File: src/logic/cart_config.svh
/*
 * cartridge build constants
 * i/o port numbers, ram window select, strobe synchronizer depth
 * and the pwm prescale count
 */

`ifndef CART_CONFIG_SVH
`define CART_CONFIG_SVH

// --------------------------------------------------
// i/o ports
// --------------------------------------------------
// gpio register, writes drive gpo and reads return gpi
`define CART_GPIO_PORT 8'h10
// sound level register, read back as written
`define CART_SOUND_PORT 8'h11

// --------------------------------------------------
// memory window
// --------------------------------------------------
// adr[15:14] of the 8000h-bfffh page
`define CART_RAM_PAGE 2'b10
// offset bits inside the window, 16 KB
`define CART_RAM_ADDR_BITS 14

// flops per bus strobe before edge detection
`define CART_SYNC_STAGES 2
// clk42 cycles per pwm phase step, about 1.6 MHz
`define CART_PWM_PRESCALE 27

`endif

File: src/logic/cart_pkg.sv
/*
 * shared bus types of the cartridge bridge
 * bus_req_t is one decoded msx bus cycle
 * read_resp_t is a device answer to a read request
 */

package cart_pkg;

	// --------------------------------------------------
	// decoded bus cycle
	// --------------------------------------------------
	// read and write are single cycle pulses
	// never both set in one cycle
	typedef struct packed {
		// full z80 address, low byte is the i/o port
		logic [15:0] address;
		// data captured at the write strobe edge
		logic [7:0]  wdata;
		logic        read;
		logic        write;
		// n_iorq was low
		logic        io;
		// n_merq and n_sltsl were low
		logic        memory;
	} bus_req_t;

	// --------------------------------------------------
	// read answer
	// --------------------------------------------------
	// data is zero unless ready is set
	// so all device answers merge with a plain or
	typedef struct packed {
		logic       ready;
		logic [7:0] data;
	} read_resp_t;

endpackage

File: src/logic/msx_bus_decode.sv
/*
 * msx bus front end
 * strobe synchronizer, falling edge detect on n_rd and n_wr,
 * i/o or slot memory classification and single cycle requests
 */

`include "cart_config.svh"

module msx_bus_decode (
	input  logic                clk42,
	input  logic                w_n_reset,
	input  logic [15:0]         adr,
	input  logic [7:0]          data_in,
	input  logic                n_sltsl,
	input  logic                n_rd,
	input  logic                n_wr,
	input  logic                n_iorq,
	input  logic                n_merq,
	output cart_pkg::bus_req_t  req,
	output logic                rd_active
);
	// all active low strobes, sampled together
	typedef struct packed {
		logic n_rd;
		logic n_wr;
		logic n_iorq;
		logic n_merq;
		logic n_sltsl;
	} strobes_t;

	strobes_t [`CART_SYNC_STAGES-1:0] sync_q;
	strobes_t    synced;
	logic        rd_prev;
	logic        wr_prev;
	logic        rd_fall;
	logic        wr_fall;
	logic        cycle_io;
	logic        cycle_mem;
	logic        req_rd;
	logic        req_wr;
	logic [15:0] req_adr;
	logic [7:0]  req_wdata;
	logic        req_io;
	logic        req_mem;

	// --------------------------------------------------
	// synchronizer and edge detect
	// --------------------------------------------------
	always_ff @(posedge clk42) begin
		if (!w_n_reset) begin
			// idle bus, every strobe high
			sync_q  <= '1;
			rd_prev <= 1'b1;
			wr_prev <= 1'b1;
		end else begin
			sync_q[0] <= '{n_rd, n_wr, n_iorq, n_merq, n_sltsl};
			for (int i = 1; i < `CART_SYNC_STAGES; i++) begin
				sync_q[i] <= sync_q[i-1];
			end
			rd_prev <= synced.n_rd;
			wr_prev <= synced.n_wr;
		end
	end

	assign synced    = sync_q[`CART_SYNC_STAGES-1];
	assign rd_fall   = rd_prev & ~synced.n_rd;
	assign wr_fall   = wr_prev & ~synced.n_wr;
	assign cycle_io  = ~synced.n_iorq;
	assign cycle_mem = ~synced.n_merq & ~synced.n_sltsl;
	assign rd_active = ~synced.n_rd;

	// --------------------------------------------------
	// request issue
	// --------------------------------------------------
	// one pulse per edge, read wins a simultaneous edge
	// cycles outside our slot and not i/o are ignored
	always_ff @(posedge clk42) begin
		if (!w_n_reset) begin
			req_rd <= 1'b0;
			req_wr <= 1'b0;
		end else begin
			req_rd <= rd_fall & (cycle_io | cycle_mem);
			req_wr <= wr_fall & ~rd_fall & (cycle_io | cycle_mem);
		end
	end

	// address and data held stable by the bus while the strobe is low
	always_ff @(posedge clk42) begin
		if (rd_fall | wr_fall) begin
			req_adr   <= adr;
			req_wdata <= data_in;
			req_io    <= cycle_io;
			req_mem   <= cycle_mem;
		end
	end

	assign req = '{address: req_adr, wdata: req_wdata, read: req_rd,
		write: req_wr, io: req_io, memory: req_mem};

endmodule

File: config.mk
export PLATFORM = sky130hd
export DESIGN_NAME = msx_bus_decode
export DESIGN_NICKNAME = d
export VERILOG_FILES = /design/src/logic/cart_pkg.sv /design/src/logic/msx_bus_decode.sv
export VERILOG_INCLUDE_DIRS = /design/src /design/src/logic
export SDC_FILE = /design/constraint.sdc
export NUM_CORES = 1
export LEC_CHECK = 0
export BUFFER_PORTS_ARGS = -buffer_cell sky130_fd_sc_hd__buf_2
export CAP_MARGIN = 0
export CORE_ASPECT_RATIO = 0.5
export CORE_MARGIN = 2
export CORE_UTILIZATION = 44
export CTS_BUF_LIST = sky130_fd_sc_hd__clkbuf_4 sky130_fd_sc_hd__clkbuf_8 sky130_fd_sc_hd__clkbuf_16
export CTS_CLUSTER_DIAMETER = 30
export DETAILED_ROUTE_END_ITERATION = 7
export PLACE_DENSITY = 0.83
export SLEW_MARGIN = 10
export SYNTH_ARGS = -nofsm -noshare
export SYNTH_HDL_FRONTEND = slang
export SYNTH_SLANG_ARGS = --single-unit
File: constraint.sdc
create_clock -name clk42 -period 1.8 [get_ports clk42]
set_clock_uncertainty 0.05 [all_clocks]
set_input_delay 0.54 -clock clk42 [delete_from_list [all_inputs] [get_ports clk42]]
set_output_delay 0.54 -clock clk42 [all_outputs]
set_load 0.02 [all_outputs]
==> results of run 1 <==
## power by group
part           internal [uW]  total, uW  leakage, uW  switching (uW)
sequential              1020       1030     0.000359            9.91
clock                    285        567    0.0000446             282
combinational           52.0        128     0.000305            75.9
## per-layer routing
| metal | GRT usage | vias to the layer above | wire length, um | part of all wire |
|---|---|---|---|---|
| li1 | - | 346 | - | - |
| met5 | 0 | - | 0 | 0 |
| met3 | 0.06739 | 3 | 136 | 0.076 |
| met2 | 0.1983 | 32 | 924 | 0.51 |
| met4 | 0.05862 | 0 | 14 | 0.0078 |
| met1 | 0.1196 | 297 | 726 | 0.40 |
## sequential cells by signal (all words and copies together), names as in the netlist
signal,flops
sync_q,10
req_io,1
req_rd,1
req_wr,1
wr_prev,1
req_wdata,8
req_mem,1
rd_prev,1
req_adr,16
## synth_stat cells (all sizes together)
| cell | count | area (sq um) |
|---|---|---|
| and4bb | 1 | 12.51 |
| edfxtp | 26 | 780.8 |
| dfxtp | 14 | 280.3 |
| inv | 2 | 7.510 |
| nand2 | 2 | 7.510 |
| o21a | 1 | 7.510 |
| or2b | 2 | 15.01 |
| nor3b | 1 | 12.51 |
| nor2 | 1 | 3.750 |
| buf | 5 | 37.54 |
| nand2b | 11 | 68.82 |
## layout by cell type, fill, tap and decap left out
cell,netlist,routed
buf_4,5,1
clkbuf_4,0,1
or2b_1,2,2
nand2b_1,11,11
nand2_1,2,2
dfxtp_1,14,14
nor2_1,1,1
clkinv_2,0,1
nor3b_2,1,1
clkinvlp_4,0,1
buf_2,0,59
o21a_1,1,1
edfxtp_1,26,26
inv_1,2,2
clkbuf_8,0,5
and4bb_1,1,1
## stage by stage
step                power [uW]  area, sq um  std cells  setup WS [ns]  hold WS (ns)
floorplan                 1124         1234         66         0.3286        0.3346
global placement          1181         1545        158         0.5952        0.3401
detailed placement        1184         1545        158         0.5536        0.3429
CTS                       1745         1634        166         0.3492        0.3615
global route              1795         1634        166         0.3266        0.3572
finish                    1729         1634        166         0.3644        0.3589
## cell families (layout without fill, tap and decap cells)
kind of cell | Yosys count | after routing | synth area share
buf+inv | 7 | 70 | 0.03652
simple gates | 18 | 18 | 0.09736
flops | 40 | 40 | 0.8600
compound gates | 1 | 1 | 0.006087
## worst max path at each step
stage                            from            to  slack, ns  cells past startpoint
final                     req_adr[10]       req[22]       0.36                      1
after global routing      req_adr[10]       req[22]       0.33                      1
after CTS                 req_adr[10]       req[22]       0.35                      1
after detailed placement    sync_q[9]   req_adr[12]       0.55                      3
after global placement      sync_q[9]  req_wdata[7]       0.60                      3
after floorplan             sync_q[9]    req_adr[0]       0.33                      2
## final cells by class
class                      instances  area [sq um]  share of cell area
multi-input combinational         19         127.6             0.07810
clock inverter                     2         12.51            0.007657
sequential                        40          1061              0.6493
clock buffer                       6         76.32             0.04671
inverter                           2         7.507            0.004594
timing repair buffer              60         302.8              0.1853
tap                               37         46.29             0.02833
==> key figures, run 1 <==
Run status
  • Status: complete, no violations

Synth
  • Seq cells post-synth: 40
  • Synthesized cell area: 1234 sq um
  • Sequential share of the synthesized area: 0.8600
  • Synthesis Warnings: 0
  • Mapped Nets: 97
  • Synth Instances: 66
  • Yosys cell types: 11
  • Mapped Avg Cell Area: 18.69 sq um

Critical path
  • Worst path bufs/invs: 1
  • Worst r2r dst: req_wdata[3]
  • RR Startpoint: sync_q[9]
  • Worst R2R Path Depth: 3
  • Crit path max fanout: 1
  • Setup slack, reg-to-reg: 0.54 ns
  • CP cell instances: buf_2
  • Worst setup EP type: output port
  • CP max-delay cell: edfxtp_1
  • Worst path max stage delay: 0.39 ns
  • Worst EP required: 1.21 ns
  • Crit path arrival time: 0.85 ns
  • CP top delay family: flip-flops
  • Crit Path Class: flop to output port
  • Startpoint Class: flop

Timing
  • Period minus WS final: 1.436 ns
  • Final slew viol count: 0
  • Final setup viols: 0
  • Relative slew slack: 0.7951
  • Fmax: 696.6 MHz
  • Final hold violations: 0
  • Period utilization: 0.7976
  • Slew at the pin closest to its max-slew limit: 0.3073 ns
  • Post-Route Setup TNS: 0 ns
  • Unrepaired setup endpoints after global routing: no

Die
  • Die Area: 3269 sq um
  • Row count: 13
  • Die height: 41.44 um
  • Boundary Pins: 60
  • Core box area: 2635 sq um
  • Initial Utilization: 0.4682
  • Die W: 78.89 um

Finish
  • Share of cells above drive strength 1: 0.5349
  • Fill cells: 214
  • Area Overhead vs Synth: 32.45%
  • Ant diodes: 0
  • Final core area utilization: 0.6201
  • Layout Nets: 159

Route
  • Drc violations: 0
  • Vias per inst: 4.084
  • DRT Pass-1 Iters: 4
  • Final wirelength: 1801 um
  • Total number of vias: 678
  • Routed wire per std cell: 10.85 um
  • Post-route ant nets: 0
  • Detailed Route Iter0 Violations: 37

Clock tree
  • Postcts setup bufs: 0
  • Cts hold-fix bufs: 0
  • CTS root buf: clkbuf_8
  • Clock buffer depth: 2
  • Post_cts resized: 0
  • Clk pin slew, worst setup/hold paths: 0.07 ns
  • CTS tree: built
  • # clock sinks: 40
  • Latest clock arrival within the worst-skew pair: 0.28 ns
  • H-Tree Level Count: 2
  • Total CTS buffers: 5

Worst hold path
  • Hold path endpoint: sync_q[8]
  • Hold Crit Depth: 1
  • HP Start: sync_q[3]
  • Worst Hold Class: flop to flop

Run
  • Max-cap violation count: 0

Global routing
  • Remaining Overflow, GRT: 0
  • Largest net degree at the start of global routing: 27
  • Via count of the first global-routing pass: 663
  • First-pass GRT wire length: 2815 um
  • Initial antenna violation count: 0
  • Total track usage: 0.1182

Place
  • Hpwl dp: 1354 um
  • RD Place Congestion: 0.7531
  • IO Port Bufs: 59

Power and ir drop
  • Peak supply drop: 0.4235 mV
  • Leak: 0.0007088 uW
  • PD cells: 1058 nW/um^2
Note: power is estimated with default switching activity, not from simulation.
==> run 2, diff against run 1 <==
--- a/config.mk
+++ b/config.mk
@@ -6,15 +6,16 @@
 export SDC_FILE = /design/constraint.sdc
 export NUM_CORES = 1
 export LEC_CHECK = 0
+export ABC_AREA = 1
 export BUFFER_PORTS_ARGS = -buffer_cell sky130_fd_sc_hd__buf_2
 export CAP_MARGIN = 0
 export CORE_ASPECT_RATIO = 0.5
 export CORE_MARGIN = 2
-export CORE_UTILIZATION = 44
+export CORE_UTILIZATION = 40
 export CTS_BUF_LIST = sky130_fd_sc_hd__clkbuf_4 sky130_fd_sc_hd__clkbuf_8 sky130_fd_sc_hd__clkbuf_16
 export CTS_CLUSTER_DIAMETER = 30
 export DETAILED_ROUTE_END_ITERATION = 7
-export PLACE_DENSITY = 0.83
+export PLACE_DENSITY = 0.8
 export SLEW_MARGIN = 10
 export SYNTH_ARGS = -nofsm -noshare
 export SYNTH_HDL_FRONTEND = slang
==> constraint.sdc (replaced) <==
create_clock -name clk42 -period 1.2 [get_ports clk42]
set_clock_uncertainty 0.05 [all_clocks]
set_input_delay 0.36 -clock clk42 [delete_from_list [all_inputs] [get_ports clk42]]
set_output_delay 0.36 -clock clk42 [all_outputs]
set_load 0.02 [all_outputs]
==> run 2 against run 1 <==
Effect of this change: the flow now finishes with violations (negative setup slack); global-route usage is 0.17 points higher; final cell count is 13% higher; die area is 9.8% higher; critical path type unchanged; largest cell class unchanged.
==> key figures, run 2 <==
Run status
  • Status: finished with violations
  • Failing checks: negative setup slack

Critical path
  • CP top delay family: flip-flops
  • Worst r2r dst: req_adr[14]
  • Crit path max fanout: 1 (unchanged)
  • CP max-delay cell: edfxtp_1
  • Setup slack, reg-to-reg: 0.07 ns (-0.47 ns)
  • Worst setup EP type: output port
  • RR Startpoint: sync_q[9]
  • Crit Path Class: flop to output port
  • Crit path arrival time: 0.83 ns (-0.02 ns)
  • Worst R2R Path Depth: 4 (+1)
  • Startpoint Class: flop
  • Worst EP required: 0.79 ns (-0.42 ns)
  • Worst path max stage delay: 0.40 ns (about the same)
  • Worst path bufs/invs: 1 (unchanged)
  • CP cell instances: buf_6

Finish
  • Fin area: 1794 sq um (+9.8%)
  • Area Overhead vs Synth: 44.70%
  • Most frequent cells in the layout: buf_2, edfxtp_1, buf_6
  • Ant diodes: 0 (unchanged)
  • Commonest non-fill, non-tap cell in the layout: buf_2
  • Reg with most FFs: req_adr
  • Layout Nets: 177 (+11%)
  • Top Registers: req_adr (16), sync_q (10), req_wdata (8)
  • Share of cells above drive strength 1: 0.5374 (+0.002531)
  • Largest register FFs: 16 (unchanged)

Route
  • Detailed Route Iter0 Violations: 8 (-78%)
  • Total number of vias: 754 (+11%)
  • Post-route ant nets: 0 (unchanged)
  • Vias per inst: 4.032 (-1.3%)
  • Drc violations: 0 (unchanged)
  • Routed wire per std cell: 11.14 um (+2.7%)
  • Final wirelength: 2084 um (+16%)
  • DRT Pass-1 Iters: 4 (unchanged)

Synth
  • Synth top area share: 0.6297 (-0.003193)
  • Xor/xnor share of the synthesized area: 0 (unchanged)
  • Sequential share of the synthesized area: 0.8557 (-0.004339)
  • Yosys cell types: 10 (-1)
  • Mapped Avg Cell Area: 15.50 sq um (-17%)
  • Post-Synth Simple-Gate Area: 0.06458 (-0.03278)
  • Synthesized cell area: 1240 sq um (+0.51%)
  • Number of synthesized flops with an enable pin: 26 (unchanged)
  • Synth Instances: 80 (+21%)
  • Ys async rst share: 0 (unchanged)
  • Top cells by area, synth: edfxtp_1, dfxtp_1, inv_1
  • Complex-gate fraction of the synthesized area: 0.004036 (-0.002049)
  • Mapped Nets: 111 (+14%)
  • Most numerous cell in the Yosys netlist: edfxtp_1
  • Synthesis Warnings: 0 (unchanged)
  • Ys flop type: edfxtp_1
  • Top cell types by occurrence after synthesis: edfxtp_1, dfxtp_1, inv_1
  • Synth area leader: edfxtp_1
  • Seq cells post-synth: 40 (unchanged)
  • Mux share of post-synthesis cell area: 0 (unchanged)
  • Post-synthesis adder-cell area fraction: 0 (unchanged)
  • Largest family of logic cells by synthesized area: buffers and inverters

Timing
  • Final setup slack of the worst path: -0.03596 ns (-0.4003 ns)
  • Period minus WS final: 1.236 ns
  • Final hold violations: 0 (unchanged)
  • Slew at the pin closest to its max-slew limit: 0.3652 ns (+0.05793 ns)
  • Period utilization: 1.030
  • Relative slew slack: 0.7565 (-0.03865)
  • Fmax: 809.1 MHz
  • Final setup viols: 24 (+24)
  • Unrepaired setup endpoints after global routing: yes
  • Worst hold slack: 0.1917 ns (-0.1672 ns)
  • Final slew viol count: 0 (unchanged)

Clock tree
  • H-Tree Level Count: 2 (unchanged)
  • CTS tree: built
  • Cts hold-fix bufs: 0 (unchanged)
  • Clk pin slew, worst setup/hold paths: 0.07 ns (about the same)
  • # clock sinks: 40 (unchanged)
  • Total CTS buffers: 5 (unchanged)
  • Latest clock arrival within the worst-skew pair: 0.28 ns (about the same)
  • CTS root buf: clkbuf_8
  • Clock buffer depth: 2 (unchanged)

Die
  • Initial Utilization: 0.4164 (-0.05180)
  • Die W: 82.74 um (+4.9%)
  • Boundary Pins: 60 (unchanged)
  • Core box area: 2978 sq um (+13%)
  • Die height: 43.37 um (+4.7%)
  • Row count: 14 (+1)
  • Die Area: 3588 sq um (+9.8%)

Global routing
  • Largest net degree at the start of global routing: 15 (-44%)
  • Remaining Overflow, GRT: 0 (unchanged)
  • Busiest layer in global routing: met2
  • Met3 Track Usage GR: 0.05000 (-0.01739)
  • Via count of the first global-routing pass: 687 (+3.6%)
  • Total track usage: 0.1200 (+0.001739)
  • First-pass GRT wire length: 2967 um (+5.4%)
  • Met1 Use GR: 0.1241 (+0.004483)
  • Initial antenna violation count: 0 (unchanged)
  • Met2 Track Usage GR: 0.2129 (+0.01461)

Worst hold path
  • Worst Hold Class: input port to flop
  • Hold Crit Depth: 3 (+2)
  • HP Start: n_wr
  • Hold path endpoint: sync_q[3]

Power and ir drop
  • Peak supply drop: 0.6179 mV (+46%)
  • Overall Power: 2684 uW (+55%)
  • PD cells: 1496 nW/um^2 (+41%)
  • Leak: 0.0008250 uW (+16%)

Place
  • Pre-CTS setup slack: -0.2088 ns (-0.7623 ns)
  • RD Place Congestion: 0.6759 (-10%)
  • Hpwl dp: 1397 um (+3.1%)
  • Area after DPL: 1564 sq um (+1.2%)
  • IO Port Bufs: 59 (unchanged)

Run
  • Max-cap violation count: 0 (unchanged)
run 2: changes by cell type after synthesis, moves of 2 or more:
cell | previous run | this run
inv_1 | 2 | 14
nand2_1 | 2 | 13
nand2b_1 | 11 | 0
nand3_1 | 0 | 2
nor2_1 | 1 | 4
or2b_1 | 2 | 0
run 2: logic make-up after synthesis:
group	Yosys count
DFF	40
and+or+nand+nor	20
buffers and inverters	19
AOI/OAI and AO/OA	1
run 2: area by class of cell:
| class | count | area [sq um] |
|---|---|---|
| well taps | 40 | 50.05 |
| flip-flops and latches | 40 | 1064 |
| clock inverters | 2 | 10.01 |
| repair buffers | 62 | 411.6 |
| multi-input cells | 23 | 123.9 |
| fillers | 226 | 1184 |
| inverters | 14 | 52.55 |
| clock buffers | 6 | 82.58 |
run 2: worst max-delay path by stage:
stage / startpoint / end / slack, ns / depth (start not counted)
floorplan: sync_q[8] / req_adr[0] / -0.06 / 1
global placement: wr_prev / req_adr[9] / -0.17 / 2
detailed placement: wr_prev / req_adr[8] / -0.21 / 2
CTS: req_adr[2] / req[14] / -0.05 / 1
global route: req_adr[2] / req[14] / -0.07 / 1
finish: req_adr[2] / req[14] / -0.04 / 1
run 2: timing repair:
action / in CTS / in global routing
setup buffers: 1 / 1
cloned: 1 / 1
gates resized for setup: 14 / 15
setup endpoints to repair: 53 / 53
pin swaps: 1 / 0
run 2: per-layer routing:
layer  routed length [um]  up-vias
met5                    0        -
li1                     -      386
met2                 1137       19
met3                  106        5
met4                   39        0
met1                  802      344
run 2: worst min-delay path: cells and delay by family:
kind,cells,cell delay [ns]
simple gates,1,0.04
buf+inv,2,0.10
run 2: report_power, final:
part	total [uW]	leakage [uW]	internal (uW)	switching, uW
Combinational	246	0.000418	112	134
Sequential	1560	0.000356	1540	21.6
Clock	878	0.0000510	458	420
run 2: through the flow:
| step | utilization | cells | setup TNS, ns |
|---|---|---|---|
| final | 0.6025 | 187 | -0.3732 |
| after floorplan | - | 80 | -1.507 |
| after CTS | 0.5815 | 185 | -0.5849 |
| after global placement | 0.5252 | 175 | -4.289 |
| after global routing | 0.6025 | 187 | -1.265 |
| after detailed placement | 0.5252 | 175 | -5.406 |
==> run 3, diff against run 2 <==
--- a/config.mk
+++ b/config.mk
@@ -11,11 +11,11 @@
 export CAP_MARGIN = 0
 export CORE_ASPECT_RATIO = 0.5
 export CORE_MARGIN = 2
-export CORE_UTILIZATION = 40
+export CORE_UTILIZATION = 44
 export CTS_BUF_LIST = sky130_fd_sc_hd__clkbuf_4 sky130_fd_sc_hd__clkbuf_8 sky130_fd_sc_hd__clkbuf_16
 export CTS_CLUSTER_DIAMETER = 30
 export DETAILED_ROUTE_END_ITERATION = 7
-export PLACE_DENSITY = 0.8
+export PLACE_DENSITY = 0.83
 export SLEW_MARGIN = 10
 export SYNTH_ARGS = -nofsm -noshare
 export SYNTH_HDL_FRONTEND = slang
==> constraint.sdc (replaced) <==
create_clock -name clk42 -period 1.3 [get_ports clk42]
set_clock_uncertainty 0.05 [all_clocks]
set_input_delay 0.39 -clock clk42 [delete_from_list [all_inputs] [get_ports clk42]]
set_output_delay 0.39 -clock clk42 [all_outputs]
set_load 0.02 [all_outputs]
==> run 3 against run 2 <==
Effect of this change: the flow now finishes without violations; total power down 10%; critical endpoint is now req[16]; sequential share of layout area increased by 4.4 points; critical path depth stayed put; global-route usage down 0.30 points.
==> key figures, run 3 (synthesis results as in run 2) <==
Run status
  • Status: complete, no violations

Route
  • Total number of vias: 707 (-6.2%)
  • DRT Pass-1 Iters: 4 (unchanged)
  • Vias per inst: 3.906 (-3.1%)
  • Detailed Route Iter0 Violations: 34 (+26)
  • Drc violations: 0 (unchanged)
  • Final wirelength: 1808 um (-13%)
  • Routed wire per std cell: 9.989 um (-10%)
  • Post-route ant nets: 0 (unchanged)

Finish
  • Reg with most FFs: req_adr
  • Top Registers: req_adr (16), sync_q (10), req_wdata (8)
  • Ant diodes: 0 (unchanged)
  • Layout Nets: 174 (-1.7%)
  • Fin area: 1665 sq um (-7.2%)
  • Share of cells above drive strength 1: 0.4931 (-0.04436)
  • Area Overhead vs Synth: 34.31%
  • Largest register FFs: 16 (unchanged)
  • Fill cells: 225 (-0.44%)
  • FF+latch area: 1061 sq um (-0.24%)
  • Most frequent cells in the layout: buf_2, edfxtp_1, dfxtp_1
  • Area of the multi-input gates: 112.6 sq um (-9.1%)
  • Final cell count without fillers: 181 (-3.2%)
  • Commonest non-fill, non-tap cell in the layout: buf_2

Critical path
  • Setup slack, reg-to-reg: 0.08 ns (about the same)
  • Startpoint Class: flop
  • RR Startpoint: wr_prev
  • CP cell instances: buf_2
  • Worst path bufs/invs: 1 (unchanged)
  • Worst path max stage delay: 0.37 ns (-0.03 ns)
  • Worst R2R Path Depth: 2 (-2)
  • Crit path arrival time: 0.82 ns (about the same)
  • CP max-delay cell: edfxtp_1
  • CP top delay family: flip-flops
  • Worst r2r dst: req_io
  • Worst EP required: 0.86 ns (+0.07 ns)
  • Worst setup EP type: output port
  • Crit path max fanout: 1 (unchanged)
  • Crit Path Class: flop to output port

Timing
  • Period minus WS final: 1.260 ns
  • Worst hold slack: 0.2257 ns (+0.03406 ns)
  • Final hold violations: 0 (unchanged)
  • Final slew viol count: 0 (unchanged)
  • Final setup viols: 0 (-100%)
  • Relative slew slack: 0.7053 (-0.05118)
  • Fmax: 793.4 MHz
  • Slew at the pin closest to its max-slew limit: 0.4404 ns (+0.07515 ns)
  • Unrepaired setup endpoints after global routing: no
  • Period utilization: 0.9696

Clock tree
  • # clock sinks: 40 (unchanged)
  • Total CTS buffers: 5 (unchanged)
  • Postcts setup bufs: 0 (-1)
  • Clock buffer depth: 2 (unchanged)
  • CTS root buf: clkbuf_8
  • CTS tree: built
  • Clk pin slew, worst setup/hold paths: 0.07 ns (about the same)
  • H-Tree Level Count: 2 (unchanged)
  • Latest clock arrival within the worst-skew pair: 0.28 ns (about the same)

Power and ir drop
  • Net switching power figure: 499.5 uW (-13%)
  • Internal power: 1907 uW (-9.6%)
  • Overall Power: 2406 uW (-10%)
  • PD cells: 1445 nW/um^2 (-3.4%)
  • Seq pwr share: 0.596 (+0.015)
  • Sw Share: 0.2076 (-0.006819)
  • Clock Power Share: 0.325 (-0.002)
  • Peak supply drop: 0.5615 mV (-9.1%)
  • Combinational share of power: 0.078 (-0.014)
  • Leak: 0.0007798 uW (-5.5%)

Place
  • Area after DPL: 1559 sq um (-0.32%)
  • RD Place Congestion: 0.6504 (-3.8%)
  • Placed Instances: 172 (-1.7%)
  • Hpwl dp: 1226 um (-12%)
  • IO Port Bufs: 59 (unchanged)

Global routing
  • Remaining Overflow, GRT: 0 (unchanged)
  • Largest net degree at the start of global routing: 15 (unchanged)
  • Initial antenna violation count: 0 (unchanged)
  • Via count of the first global-routing pass: 627 (-8.7%)
  • First-pass GRT wire length: 2753 um (-7.2%)
  • Total track usage: 0.1170 (-0.002955)

Die
  • Die W: 79.08 um (-4.4%)
  • Row count: 13 (-1)
  • Initial Utilization: 0.4706 (+0.05417)
  • Core box area: 2635 sq um (-12%)
  • Die height: 41.54 um (-4.2%)
  • Die Area: 3284 sq um (-8.5%)
  • Boundary Pins: 60 (unchanged)

Worst hold path
  • Worst Hold Class: input port to flop
  • HP Start: n_rd
  • Hold path endpoint: sync_q[4]
  • Hold Crit Depth: 3 (unchanged)

Run
  • Max-cap violation count: 0 (unchanged)
[run 3: cell types whose count changed in the layout (fill, tap and decap cells not counted), moves of 2 or more]
cell and delta:
clkbuf_4 +2, clkinv_2 -2, buf_6 -13, buf_2 +12, dfxtp_2 -2, dfxtp_1 +2
[run 3: metrics by stage]
step	worst slack (ns)	TNS, ns	utilization
after floorplan	0.01918	0	-
after global placement	-0.07031	-1.804	0.5916
after detailed placement	-0.1087	-2.801	0.5916
after CTS	0.01663	0	0.6320
after global routing	0.01262	0	0.6320
final	0.03958	0	0.6320
[run 3: layer usage]
metal	share of wire	vias to the layer above	track usage
met5	0	-	0
met4	0.025	0	0.09310
met3	0.083	5	0.04130
met2	0.48	31	0.1915
met1	0.41	293	0.1241
li1	-	378	-
[run 3: worst max-delay path by stage]
stage	from	endpoint	depth (start not counted)
after global routing	req_adr[4]	req[16]	1
final	req_adr[4]	req[16]	1
after global placement	wr_prev	req_wdata[2]	2
after CTS	sync_q[9]	rd_active	2
after detailed placement	sync_q[8]	req_adr[8]	1
after floorplan	sync_q[9]	req_adr[0]	3
[run 3: power by group through the flow]
stage | Clock [uW] | Combinational [uW] | Sequential (uW)
CTS | 801 | 191 | 1430
finish | 783 | 189 | 1430
global route | 859 | 207 | 1440
global placement | 0 | 182 | 1460
detailed placement | 0 | 185 | 1460
floorplan | 0 | 55.5 | 1510
[run 3: final cells by class]
type,count,share of cell area
inverters,14,0.03156
clock inverters,1,0.002254
multi-input cells,22,0.06762
clock buffers,7,0.05034
flip-flops and latches,40,0.6371
well taps,37,0.02780
repair buffers,60,0.1833
[run 3: worst reg2reg max path, cell delays in order, from the launching register on]
cell and delay [ns]:
dfxtp_1 0.31, inv_1 0.10, o21ai_4 0.42
[run 3: repair_timing]
item,in CTS,in global routing
cloned,1,0
hold buffers,0,0
endpoints found under the setup margin,27,14
hold endpoints to repair,0,0
resized for setup,2,1
pin swaps,1,1
